$ cat src/hdl/core_macros.svh
`ifndef CORE_MACROS_SVH
`define CORE_MACROS_SVH

// reorder buffer
`define ROB_DEPTH 8
`define TAG_W 3

// datapath widths
`define DATA_W 32
`define OPND_W 12
`define IMM_W 24
`define RD_W 4

// multiplier pipeline depth, also the reservation depth on the result bus
`define MUL_LAT 3

`endif

$ cat src/hdl/isa_pkg.sv
`include "core_macros.svh"

package isa_pkg;

	// opcodes outside this set decode as mov
	typedef enum logic [3:0] {
		ADD = 4'd0,
		SUB = 4'd1,
		MUL = 4'd2,
		MOV = 4'd3
	} op_t;

	// add, sub, mul
	typedef struct packed {
		op_t op;
		logic [`RD_W-1:0] rd;
		logic signed [`OPND_W-1:0] a;
		logic signed [`OPND_W-1:0] b;
	} rform_t;

	// mov and anything unknown
	typedef struct packed {
		op_t op;
		logic [`RD_W-1:0] rd;
		logic signed [`IMM_W-1:0] imm;
	} iform_t;

	typedef union packed {
		rform_t r;
		iform_t i;
	} instr_t;

endpackage

$ cat src/hdl/bus_pkg.sv
`include "core_macros.svh"

package bus_pkg;

	// reorder buffer index
	typedef logic [`TAG_W-1:0] tag_t;

	typedef logic [`DATA_W-1:0] data_t;

	// one result per cycle
	typedef struct packed {
		logic valid;
		tag_t tag;
		data_t data;
	} cdb_t;

	// data source of a bus slot
	typedef enum logic {
		UNIT_ALU = 1'b0,
		UNIT_MUL = 1'b1
	} unit_sel_t;

endpackage

$ cat src/hdl/unit_req_if.sv
interface unit_req_if;
	import isa_pkg::*;
	import bus_pkg::*;

	logic valid;
	tag_t tag;
	op_t op;
	data_t a;
	data_t b;

	modport issue (output valid, tag, op, a, b);

	modport unit (input valid, tag, op, a, b);

	// scheduler only watches
	modport monitor (input valid, tag, op, a, b);
endinterface

$ cat src/hdl/alu_unit.sv
module alu_unit (
	input logic clk,
	input logic rst_n,
	unit_req_if.unit req,
	output bus_pkg::data_t result
);
	import isa_pkg::*;
	import bus_pkg::*;

	data_t value;

	always_comb begin
		case (req.op)
			ADD: begin
				value = req.a + req.b;
			end
			SUB: begin
				value = req.a - req.b;
			end
			// mov and undefined opcodes pass operand a
			default: begin
				value = req.a;
			end
		endcase
	end

	// on the bus the cycle after acceptance
	always_ff @(posedge clk) begin
		if (!rst_n) begin
			result <= '0;
		end else if (req.valid) begin
			result <= value;
		end
	end
endmodule

$ cat src/hdl/mul_unit.sv
`include "core_macros.svh"

module mul_unit (
	input logic clk,
	input logic rst_n,
	unit_req_if.unit req,
	output bus_pkg::data_t result
);
	import bus_pkg::*;

	// stage_vld[i] set while stage i holds live work
	logic [`MUL_LAT-2:0] stage_vld;
	data_t opnd_a;
	data_t opnd_b;
	data_t prod [1:`MUL_LAT-1];

	always_ff @(posedge clk) begin
		if (!rst_n) begin
			stage_vld <= '0;
		end else begin
			stage_vld <= {stage_vld[`MUL_LAT-3:0], req.valid};
		end
	end

	// stage 0 latches operands
	always_ff @(posedge clk) begin
		if (req.valid) begin
			opnd_a <= req.a;
			opnd_b <= req.b;
		end
	end

	// stage 1 multiplies, low word only
	always_ff @(posedge clk) begin
		if (stage_vld[0]) begin
			prod[1] <= $signed(opnd_a) * $signed(opnd_b);
		end
		for (int i = 2; i < `MUL_LAT; i++) begin
			if (stage_vld[i-1]) begin
				prod[i] <= prod[i-1];
			end
		end
	end

	assign result = prod[`MUL_LAT-1];
endmodule

$ cat src/hdl/cdb_sched.sv
`include "core_macros.svh"

module cdb_sched (
	input logic clk,
	input logic rst_n,
	unit_req_if.monitor alu_req,
	unit_req_if.monitor mul_req,
	input bus_pkg::data_t alu_result,
	input bus_pkg::data_t mul_result,
	output logic alu_ready,
	output bus_pkg::cdb_t cdb
);
	import bus_pkg::*;

	////////////////////////////////////////////////////////////
	// reservations, slot 0 is on the bus this cycle
	////////////////////////////////////////////////////////////
	logic [`MUL_LAT-1:0] rsv_valid;
	tag_t rsv_tag [`MUL_LAT];
	unit_sel_t rsv_unit [`MUL_LAT];

	// slot 1 moves into slot 0 next edge, so an alu result would collide
	assign alu_ready = !rsv_valid[1];

	always_ff @(posedge clk) begin
		if (!rst_n) begin
			rsv_valid <= '0;
		end else begin
			rsv_valid[`MUL_LAT-1] <= mul_req.valid;
			for (int i = 1; i < `MUL_LAT - 1; i++) begin
				rsv_valid[i] <= rsv_valid[i+1];
			end
			rsv_valid[0] <= rsv_valid[1] || alu_req.valid;
		end
	end

	always_ff @(posedge clk) begin
		rsv_tag[`MUL_LAT-1] <= mul_req.tag;
		rsv_unit[`MUL_LAT-1] <= UNIT_MUL;
		for (int i = 1; i < `MUL_LAT - 1; i++) begin
			rsv_tag[i] <= rsv_tag[i+1];
			rsv_unit[i] <= rsv_unit[i+1];
		end
		// longer latency keeps its slot
		if (rsv_valid[1]) begin
			rsv_tag[0] <= rsv_tag[1];
			rsv_unit[0] <= rsv_unit[1];
		end else begin
			rsv_tag[0] <= alu_req.tag;
			rsv_unit[0] <= UNIT_ALU;
		end
	end

	////////////////////////////////////////////////////////////
	// result bus
	////////////////////////////////////////////////////////////
	always_comb begin
		cdb.valid = rsv_valid[0];
		cdb.tag = rsv_tag[0];
		if (rsv_unit[0] == UNIT_MUL) begin
			cdb.data = mul_result;
		end else begin
			cdb.data = alu_result;
		end
	end
endmodule

$ cat src/hdl/rob_ptrs.sv
`include "core_macros.svh"

module rob_ptrs (
	input logic clk,
	input logic rst_n,
	input logic alloc,
	input logic retire,
	output bus_pkg::tag_t head,
	output bus_pkg::tag_t tail,
	output logic full
);
	import bus_pkg::*;

	logic [`TAG_W:0] count;

	function automatic tag_t wrap_inc(tag_t ptr);
		return (ptr == tag_t'(`ROB_DEPTH - 1)) ? '0 : ptr + 1'b1;
	endfunction

	always_ff @(posedge clk) begin
		if (!rst_n) begin
			head <= '0;
			tail <= '0;
			count <= '0;
		end else begin
			if (alloc) begin
				tail <= wrap_inc(tail);
			end
			if (retire) begin
				head <= wrap_inc(head);
			end
			// both at once leaves the count alone
			case ({alloc, retire})
				2'b10: count <= count + 1'b1;
				2'b01: count <= count - 1'b1;
				default: count <= count;
			endcase
		end
	end

	assign full = count == (`TAG_W+1)'(`ROB_DEPTH);
endmodule

$ cat src/hdl/rob.sv
`include "core_macros.svh"

module rob (
	input logic clk,
	input logic rst_n,
	input logic alloc,
	input logic [`RD_W-1:0] alloc_rd,
	output bus_pkg::tag_t alloc_tag,
	output logic full,
	input bus_pkg::cdb_t cdb,
	output logic commit_valid,
	input logic commit_ready,
	output logic [`RD_W-1:0] commit_rd,
	output bus_pkg::data_t commit_data,
	output bus_pkg::tag_t commit_tag
);
	import bus_pkg::*;

	logic [`ROB_DEPTH-1:0] done;
	logic [`RD_W-1:0] rd_mem [`ROB_DEPTH];
	data_t data_mem [`ROB_DEPTH];
	tag_t head;
	tag_t tail;
	logic retire;

	////////////////////////////////////////////////////////////
	// pointers
	////////////////////////////////////////////////////////////
	rob_ptrs rob_ptrs (
		.clk,
		.rst_n,
		.alloc,
		.retire,
		.head,
		.tail,
		.full
	);

	assign alloc_tag = tail;
	assign retire = commit_valid && commit_ready;

	////////////////////////////////////////////////////////////
	// entries
	////////////////////////////////////////////////////////////

	// cleared on retire too, else an empty buffer shows a stale head
	always_ff @(posedge clk) begin
		if (!rst_n) begin
			done <= '0;
		end else begin
			if (alloc) begin
				done[tail] <= 1'b0;
			end
			if (retire) begin
				done[head] <= 1'b0;
			end
			if (cdb.valid) begin
				done[cdb.tag] <= 1'b1;
			end
		end
	end

	always_ff @(posedge clk) begin
		if (alloc) begin
			rd_mem[tail] <= alloc_rd;
		end
		if (cdb.valid) begin
			data_mem[cdb.tag] <= cdb.data;
		end
	end

	// head entry straight out, held until taken
	assign commit_valid = done[head];
	assign commit_rd = rd_mem[head];
	assign commit_data = data_mem[head];
	assign commit_tag = head;
endmodule

$ cat src/hdl/exec_core.sv
`include "core_macros.svh"

module exec_core (
	input logic clk,
	input logic rst_n,
	input isa_pkg::instr_t instr,
	input logic instr_valid,
	output logic instr_ready,
	output logic commit_valid,
	input logic commit_ready,
	output logic [`RD_W-1:0] commit_rd,
	output bus_pkg::data_t commit_data,
	output bus_pkg::tag_t commit_tag
);
	import isa_pkg::*;
	import bus_pkg::*;

	////////////////////////////////////////////////////////////
	// decode
	////////////////////////////////////////////////////////////
	op_t op;
	logic is_mul;
	logic reg_form;
	data_t opnd_a;
	data_t opnd_b;

	assign op = instr.r.op;
	assign is_mul = op == MUL;
	assign reg_form = op == ADD || op == SUB || op == MUL;

	// immediate form only for mov and unknown opcodes
	assign opnd_a = reg_form ? data_t'($signed(instr.r.a)) : data_t'($signed(instr.i.imm));
	assign opnd_b = data_t'($signed(instr.r.b));

	////////////////////////////////////////////////////////////
	// issue
	////////////////////////////////////////////////////////////
	logic full;
	logic alu_ready;
	logic accept;
	tag_t next_tag;
	data_t alu_result;
	data_t mul_result;
	cdb_t cdb;

	unit_req_if alu_req();
	unit_req_if mul_req();

	// mul never waits for the bus, its slot is always free
	assign instr_ready = !full && (is_mul || alu_ready);
	assign accept = instr_valid && instr_ready;

	assign alu_req.valid = accept && !is_mul;
	assign alu_req.tag = next_tag;
	assign alu_req.op = op;
	assign alu_req.a = opnd_a;
	assign alu_req.b = opnd_b;

	assign mul_req.valid = accept && is_mul;
	assign mul_req.tag = next_tag;
	assign mul_req.op = op;
	assign mul_req.a = opnd_a;
	assign mul_req.b = opnd_b;

	////////////////////////////////////////////////////////////
	// units, bus, commit
	////////////////////////////////////////////////////////////
	alu_unit alu_unit (.clk, .rst_n, .req(alu_req), .result(alu_result));

	mul_unit mul_unit (.clk, .rst_n, .req(mul_req), .result(mul_result));

	cdb_sched cdb_sched (
		.clk,
		.rst_n,
		.alu_req,
		.mul_req,
		.alu_result,
		.mul_result,
		.alu_ready,
		.cdb
	);

	rob rob (
		.clk,
		.rst_n,
		.alloc(accept),
		.alloc_rd(instr.r.rd),
		.alloc_tag(next_tag),
		.full,
		.cdb,
		.commit_valid,
		.commit_ready,
		.commit_rd,
		.commit_data,
		.commit_tag
	);
endmodule

$ cat config.mk
export PLATFORM = sky130hd
export DESIGN_NAME = exec_core
export DESIGN_NICKNAME = d
export VERILOG_FILES = /design/src/hdl/isa_pkg.sv /design/src/hdl/bus_pkg.sv /design/src/hdl/unit_req_if.sv /design/src/hdl/alu_unit.sv /design/src/hdl/mul_unit.sv /design/src/hdl/cdb_sched.sv /design/src/hdl/rob_ptrs.sv /design/src/hdl/rob.sv /design/src/hdl/exec_core.sv
export VERILOG_INCLUDE_DIRS = /design/src /design/src/hdl
export SDC_FILE = /design/constraint.sdc
export NUM_CORES = 1
export LEC_CHECK = 0
export BUFFER_PORTS_ARGS = -buffer_cell sky130_fd_sc_hd__buf_2
export CAP_MARGIN = 30
export CORE_ASPECT_RATIO = 1.4
export CORE_MARGIN = 1
export CORE_UTILIZATION = 65
export CTS_CLUSTER_SIZE = 12
export DETAILED_ROUTE_END_ITERATION = 12
export PLACE_DENSITY_LB_ADDON = 0.25
export SETUP_SLACK_MARGIN = 0.1
export SLEW_MARGIN = 10
export SYNTH_ARGS = -nofsm -noshare
export SYNTH_HDL_FRONTEND = slang
export SYNTH_SLANG_ARGS = --single-unit
$ cat constraint.sdc
create_clock -name clk -period 13.6 [get_ports clk]
set_clock_uncertainty 0.05 [all_clocks]
set_input_delay 4.08 -clock clk [delete_from_list [all_inputs] [get_ports clk]]
set_output_delay 4.08 -clock clk [all_outputs]
set_load 0.02 [all_outputs]
* Word-level counts from Yosys, hierarchy flattened
Memories as Yosys holds them, arrays and structs flattened. A register that Yosys moved wholly into a read port is not among the register bits.
Index checks and enable logic that the tools add are counted.
Widths: inputs -> output; s select.
** Storage, ports and cells
- Register bits after elaboration :: 91
- Memory bits (writable) :: 364
- Input port bits :: 36
- Output and inout bits :: 41
- Logic and storage cells :: 94
- Memories kept :: 5
** Memory list
- rob.data_mem :: depth 8, bits a word 32, rd ports 1, clocked after memory_dff 1, write ports 1, line rob.sv:21 : data_t data_mem [`ROB_DEPTH];
- mul_unit.prod :: depth 2, bits a word 32, rd ports 2, clocked after memory_dff 0, write ports 2, line mul_unit.sv:15 : data_t prod [1:`MUL_LAT-1];
- rob.rd_mem :: depth 8, bits a word 4, rd ports 1, clocked after memory_dff 1, write ports 1, line rob.sv:20 : logic [`RD_W-1:0] rd_mem [`ROB_DEPTH];
- cdb_sched.rsv_tag :: depth 3, bits a word 3, rd ports 3, clocked after memory_dff 0, write ports 3, line cdb_sched.sv:19 : tag_t rsv_tag [`MUL_LAT];
- cdb_sched.rsv_unit :: depth 3, bits a word 1, rd ports 3, clocked after memory_dff 0, write ports 3, line cdb_sched.sv:20 : unit_sel_t rsv_unit [`MUL_LAT];
** Operators by class
- $add $sub $neg :: 6
- Multiply operators :: 1
- Magnitude comparators :: 6
- Equality and inequality tests :: 7
- Muxes and demuxes :: 36
- Bitwise operators :: 7
- Reduce and logical (&&, ||, !) cells :: 17
** Operators by type and width (number)
- $pmux 32 s2 :: 1
- $mux 8 :: 5
- $mul 24x12->32 :: 1
- $mux 32 :: 1
- $add 24x12->25 :: 1
- $sub 24x12->25 :: 1
- $mux 23 :: 1
- $mux 3 :: 7
- $and 8x8->8 :: 2
- $mux 1 :: 16
- $not 8->8 :: 2
- $lt 3x4->1 const B :: 3
- $demux 1 s3 :: 3
- $ge 3x1->1 const B :: 3
- $logic_and 1x1->1 :: 8
- $or 8x8->8 :: 1
- $pmux 4 s2 :: 1
- $add 3x1->3 const B :: 2
- $eq 3x3->1 const B :: 2
- $add 4x1->4 const B :: 1
- $eq 4x1->1 const B :: 1
- $eq 4x2->1 const B :: 1
- $eq 4x4->1 const B :: 1
- $logic_not 4->1 :: 1
- 8 further kinds :: 14

* Depth between registers and ports, before layout
- Depth in word-level cells :: 13
- Gate-level depth with buffers :: 23
- Mapped depth without buffers :: 22

* Cells and area by module
From an unflattened synthesis, not the netlist that was laid out.
** Second synthesis, totals
- Cell total of the unflattened synthesis :: 3256
- Area, all modules :: 37131.9 um^2
** By module, submodules not included
- mul_unit :: times used 1, cells an instance 1958, area an instance 20258.2 um^2, seq. area each 3883.7 um^2
- rob :: times used 1, cells an instance 634, area an instance 11405.9 um^2, seq. area each 8808.4 um^2
- alu_unit :: times used 1, cells an instance 514, area an instance 3677.3 um^2, seq. area each 640.6 um^2
- cdb_sched :: times used 1, cells an instance 60, area an instance 892.1 um^2, seq. area each 260.2 um^2
- rob_ptrs :: times used 1, cells an instance 56, area an instance 548.0 um^2, seq. area each 200.2 um^2
- exec_core :: times used 1, cells an instance 34, area an instance 350.3 um^2, seq. area each 0.0 um^2

* Least setup slack after synthesis
OpenSTA, ideal clock, no wires.
- Path kind :: input to output
- From :: input instr[28] (netlist name)
- To :: output instr_ready
- Data arrival time :: 5229 ps
- Required time :: 9470 ps
- Slack :: 4241 ps
- Stages :: 2
- Path buffers :: 0
- Cell sequence :: or4b_2 > a21oi_1
** On the way
- Cells in the longest elaborated chain, start to end :: 3
** RTL lines
- start, declared :: line exec_core.sv:6 : input isa_pkg::instr_t instr,
- $eq 4x2->1 :: line exec_core.sv:28 : assign is_mul = op == MUL;
- $logic_or 1x1->1 :: line exec_core.sv:50 : assign instr_ready = !full && (is_mul || alu_ready);
- $logic_and 1x1->1 :: line exec_core.sv:50
- end, declared :: line exec_core.sv:8 : output logic instr_ready,
Every way passes these cells.

* Worst setup path after layout
Same ends and word-level chain as after synthesis.

==> results_dict.tcl <==
set metrics [dict create \
    htreeDepth 2 \
    grt.total_usage 0.286 \
    core_um2 41500 \
    postRouteAntennaNets 0 \
    p_leak_nw 12.0 \
    outcome "finished clean" \
    p_comb_frac 0.219 \
    vias 17100 \
    worstPathArrival_ns 5.57 \
    cts_num_sinks 447 \
    cpLargestDelayFamily "simple AND/OR/NAND/NOR gates" \
    setup-tns-final_ns 0 \
    cp_common_cell "buf_2" \
    synth_seq_cells 447 \
    fillCellCount 2658 \
    io_pins 77 \
    antenna_cells 0 \
    min_path_type "register to register" \
    timing.fmax_mhz 103 \
    final_cell_mix "edfxtp_1, inv_1, nand2_1" \
    p_switching_w 0.000984 \
    p_int_w 0.00254 \
    antenna_found_initial 0 \
    syn_to_final_growth_pct 9.01 \
    critPathCaptureType "primary output" \
    hpwl_um 42400 \
    crit_slowest_cell "or4b_2" \
    cellPowerDensity_nw_per_um2 117 \
    cts.repair.resized 0 \
    setup_viol 0 \
    cts_root_buf "clkbuf_16" \
    async_flop_share 0 \
    vias_per_cell 5.99 \
    critPathBufInv 2 \
    drive_gt1_frac 0.142 \
    final_hold_viol_count 0 \
    wl_per_cell_um 20.7 \
    path_max_fanout 5 \
    die_h_um 246 \
    fin_crit_sh 0.713 \
    clock_latency_ns 0.57 \
    port_buffers 76 \
    overflow 0 \
    final_common_cell "edfxtp_1" \
    swShare 0.279 \
    cts_buffer_depth 3 \
    final_area_um2 30000 \
    total_power_w 0.00353 \
    slew_headroom 0.235 \
    synth_fp_nets 2597 \
    multi_input_area_um2 13100 \
    max_slew.worst_pin.slew_ns 1.12 \
    synth_flop_cell "edfxtp_1" \
    routabilityCongestion 0.941 \
    pwr-share-clk 0.334 \
    holdBufCountCts 0 \
    cap_violations 0 \
    grt_pass1_wl_um 94200 \
    grt_pass1_vias 18100 \
    cpPeakStageDelay_ns 0.87 \
    dpl_cell_area_um2 28500 \
    cp.required_ns 9.47 \
    synth.cell_area_um2 27600 \
    start_util 0.664 \
    yosysSeqAreaShare 0.466 \
    num-nets-final 2651 \
    rows 88 \
    synth_cell_types 62 \
    cp_cell_sequence "buf_2 -> or4b_2 -> a21oi_1 -> buf_2" \
    rsz0062_at_grt "no" \
    synth-edff-count 388 \
    cts_tree "yes" \
    min_period_ns 9.70 \
    seqPwrFrac 0.447 \
    critPathKind "input port to primary output" \
    slew_viol_final 0 \
    clkTransAtPathRegs_ns 0.06 \
    postCtsSetupBuffers 0 \
    cts_inserted_buffers 45 \
    syn_avg_cell_area_um2 12.4 \
    drc 0 \
    die_x_um 176 \
    synthCells 2224 \
    dr.pass1.iters 5 \
    ys_warn_count 0 \
    grt_max_degree 59 \
    ir_drop_v 0.0000977 \
    cp-start-kind "input port" \
    drt-total-wl_um 59200 \
    die_area_um2 43200 \
    first_iter_violations 1083 \
    regArea_um2 12800 \
]
==> routing by layer <==
metal | wire, µm | up-vias | GRT usage
met5 | 0 | - | 0
met4 | 1840 | 0 | 0.0990
met3 | 3640 | 150 | 0.0328
met2 | 31700 | 647 | 0.531
met1 | 22000 | 8696 | 0.342
li1 | - | 7622 | -
==> final timing paths <==
path,from,end,slack [ns],cells after the start
setup / recovery,instr[28],instr_ready,3.90,4
hold / removal,cdb_sched.rsv_tag[0][7],cdb_sched.rsv_tag[0][4],0.28,0
setup reg to reg,mul_unit.opnd_b[11],mul_unit.prod[1][31],6.23,19
hold reg to reg,cdb_sched.rsv_tag[0][7],cdb_sched.rsv_tag[0][4],0.28,0
==> Yosys cell counts, drive strengths merged, types with 3 or more instances <==
cell type | number | area [µm²]
a2111oi | 3 | 26.3
a211oi | 18 | 140
a21o | 17 | 128
a21oi | 69 | 349
a311oi | 10 | 87.6
a31oi | 10 | 77.6
and2 | 91 | 569
and3 | 4 | 25.0
buf | 13 | 48.8
clkbuf | 87 | 327
dfxtp | 59 | 1180
edfxtp | 388 | 11700
fa | 235 | 4700
ha | 102 | 1280
inv | 340 | 1280
mux2 | 70 | 788
mux2i | 8 | 80.1
mux4 | 73 | 1640
nand2 | 276 | 1040
nand2b | 16 | 100
nand3 | 10 | 50.1
nand4 | 4 | 25.0
nor2 | 99 | 372
nor2b | 13 | 81.3
nor3 | 23 | 115
nor3b | 4 | 30.0
nor4 | 4 | 25.0
nor4b | 4 | 35.0
o211ai | 6 | 45.0
o21a | 7 | 52.6
o21ai | 46 | 234
o21bai | 5 | 37.5
o31ai | 6 | 45.0
o41ai | 3 | 26.3
or3 | 6 | 37.5
or4b | 3 | 30.0
xnor2 | 43 | 377
xor2 | 23 | 201
==> area by class of cell <==
cell class	count	area share
clock inverters	8	0.00321
well taps	540	0.0225
clock buffers	76	0.0431
repair buffers	107	0.0237
multi-input cells	1336	0.437
flip-flops and latches	447	0.427
inverters	341	0.0426
==> power groups by stage <==
stage | logic [W] | clock network (W) | registers [W]
finish | 0.000772 | 0.00118 | 0.00158
global route | 0.000858 | 0.00124 | 0.00158
CTS | 0.000768 | 0.00119 | 0.00158
detailed placement | 0.000757 | 0 | 0.00161
global placement | 0.000724 | 0 | 0.00160
floorplan | 0.000579 | 0 | 0.00159
==> cells by family (layout without fill, tap and decap cells) <==
logic type               Yosys count  after routing  share of synthesized area
AND/OR/NAND/NOR                  567            567                     0.0948
flip-flops                       447            447                      0.466
buffers and inverters            441            532                     0.0601
adder cells (fa/ha/maj)          337            337                      0.217
AO/OA/AOI/OAI                    215            215                     0.0502
multiplexers                     151            151                     0.0912
XOR/XNOR                          66             66                     0.0210
==> stage by stage <==
stage | setup slack (ns) | hold WS (ns) | cells | util
after floorplan | 4.24 | 0.260 | 2224 | -
after global placement | 3.91 | 0.262 | 2760 | 0.686
after detailed placement | 3.90 | 0.262 | 2764 | 0.687
after CTS | 3.89 | 0.276 | 2848 | 0.721
after global routing | 3.81 | 0.280 | 2855 | 0.724
final | 3.90 | 0.277 | 2855 | 0.724
==> registers in the layout (all words and copies together), names as in the netlist, 4 cells and up, named ones only <==
signal	cells
alu_unit.result	25
cdb_sched.rsv_tag	9
mul_unit.opnd_a	24
mul_unit.opnd_b	12
mul_unit.prod	64
rob.data_mem	256
rob.done	8
rob.rd_mem	32
rob.rob_ptrs.count	4
No activity file was read; power rests on OpenSTA's default activity.
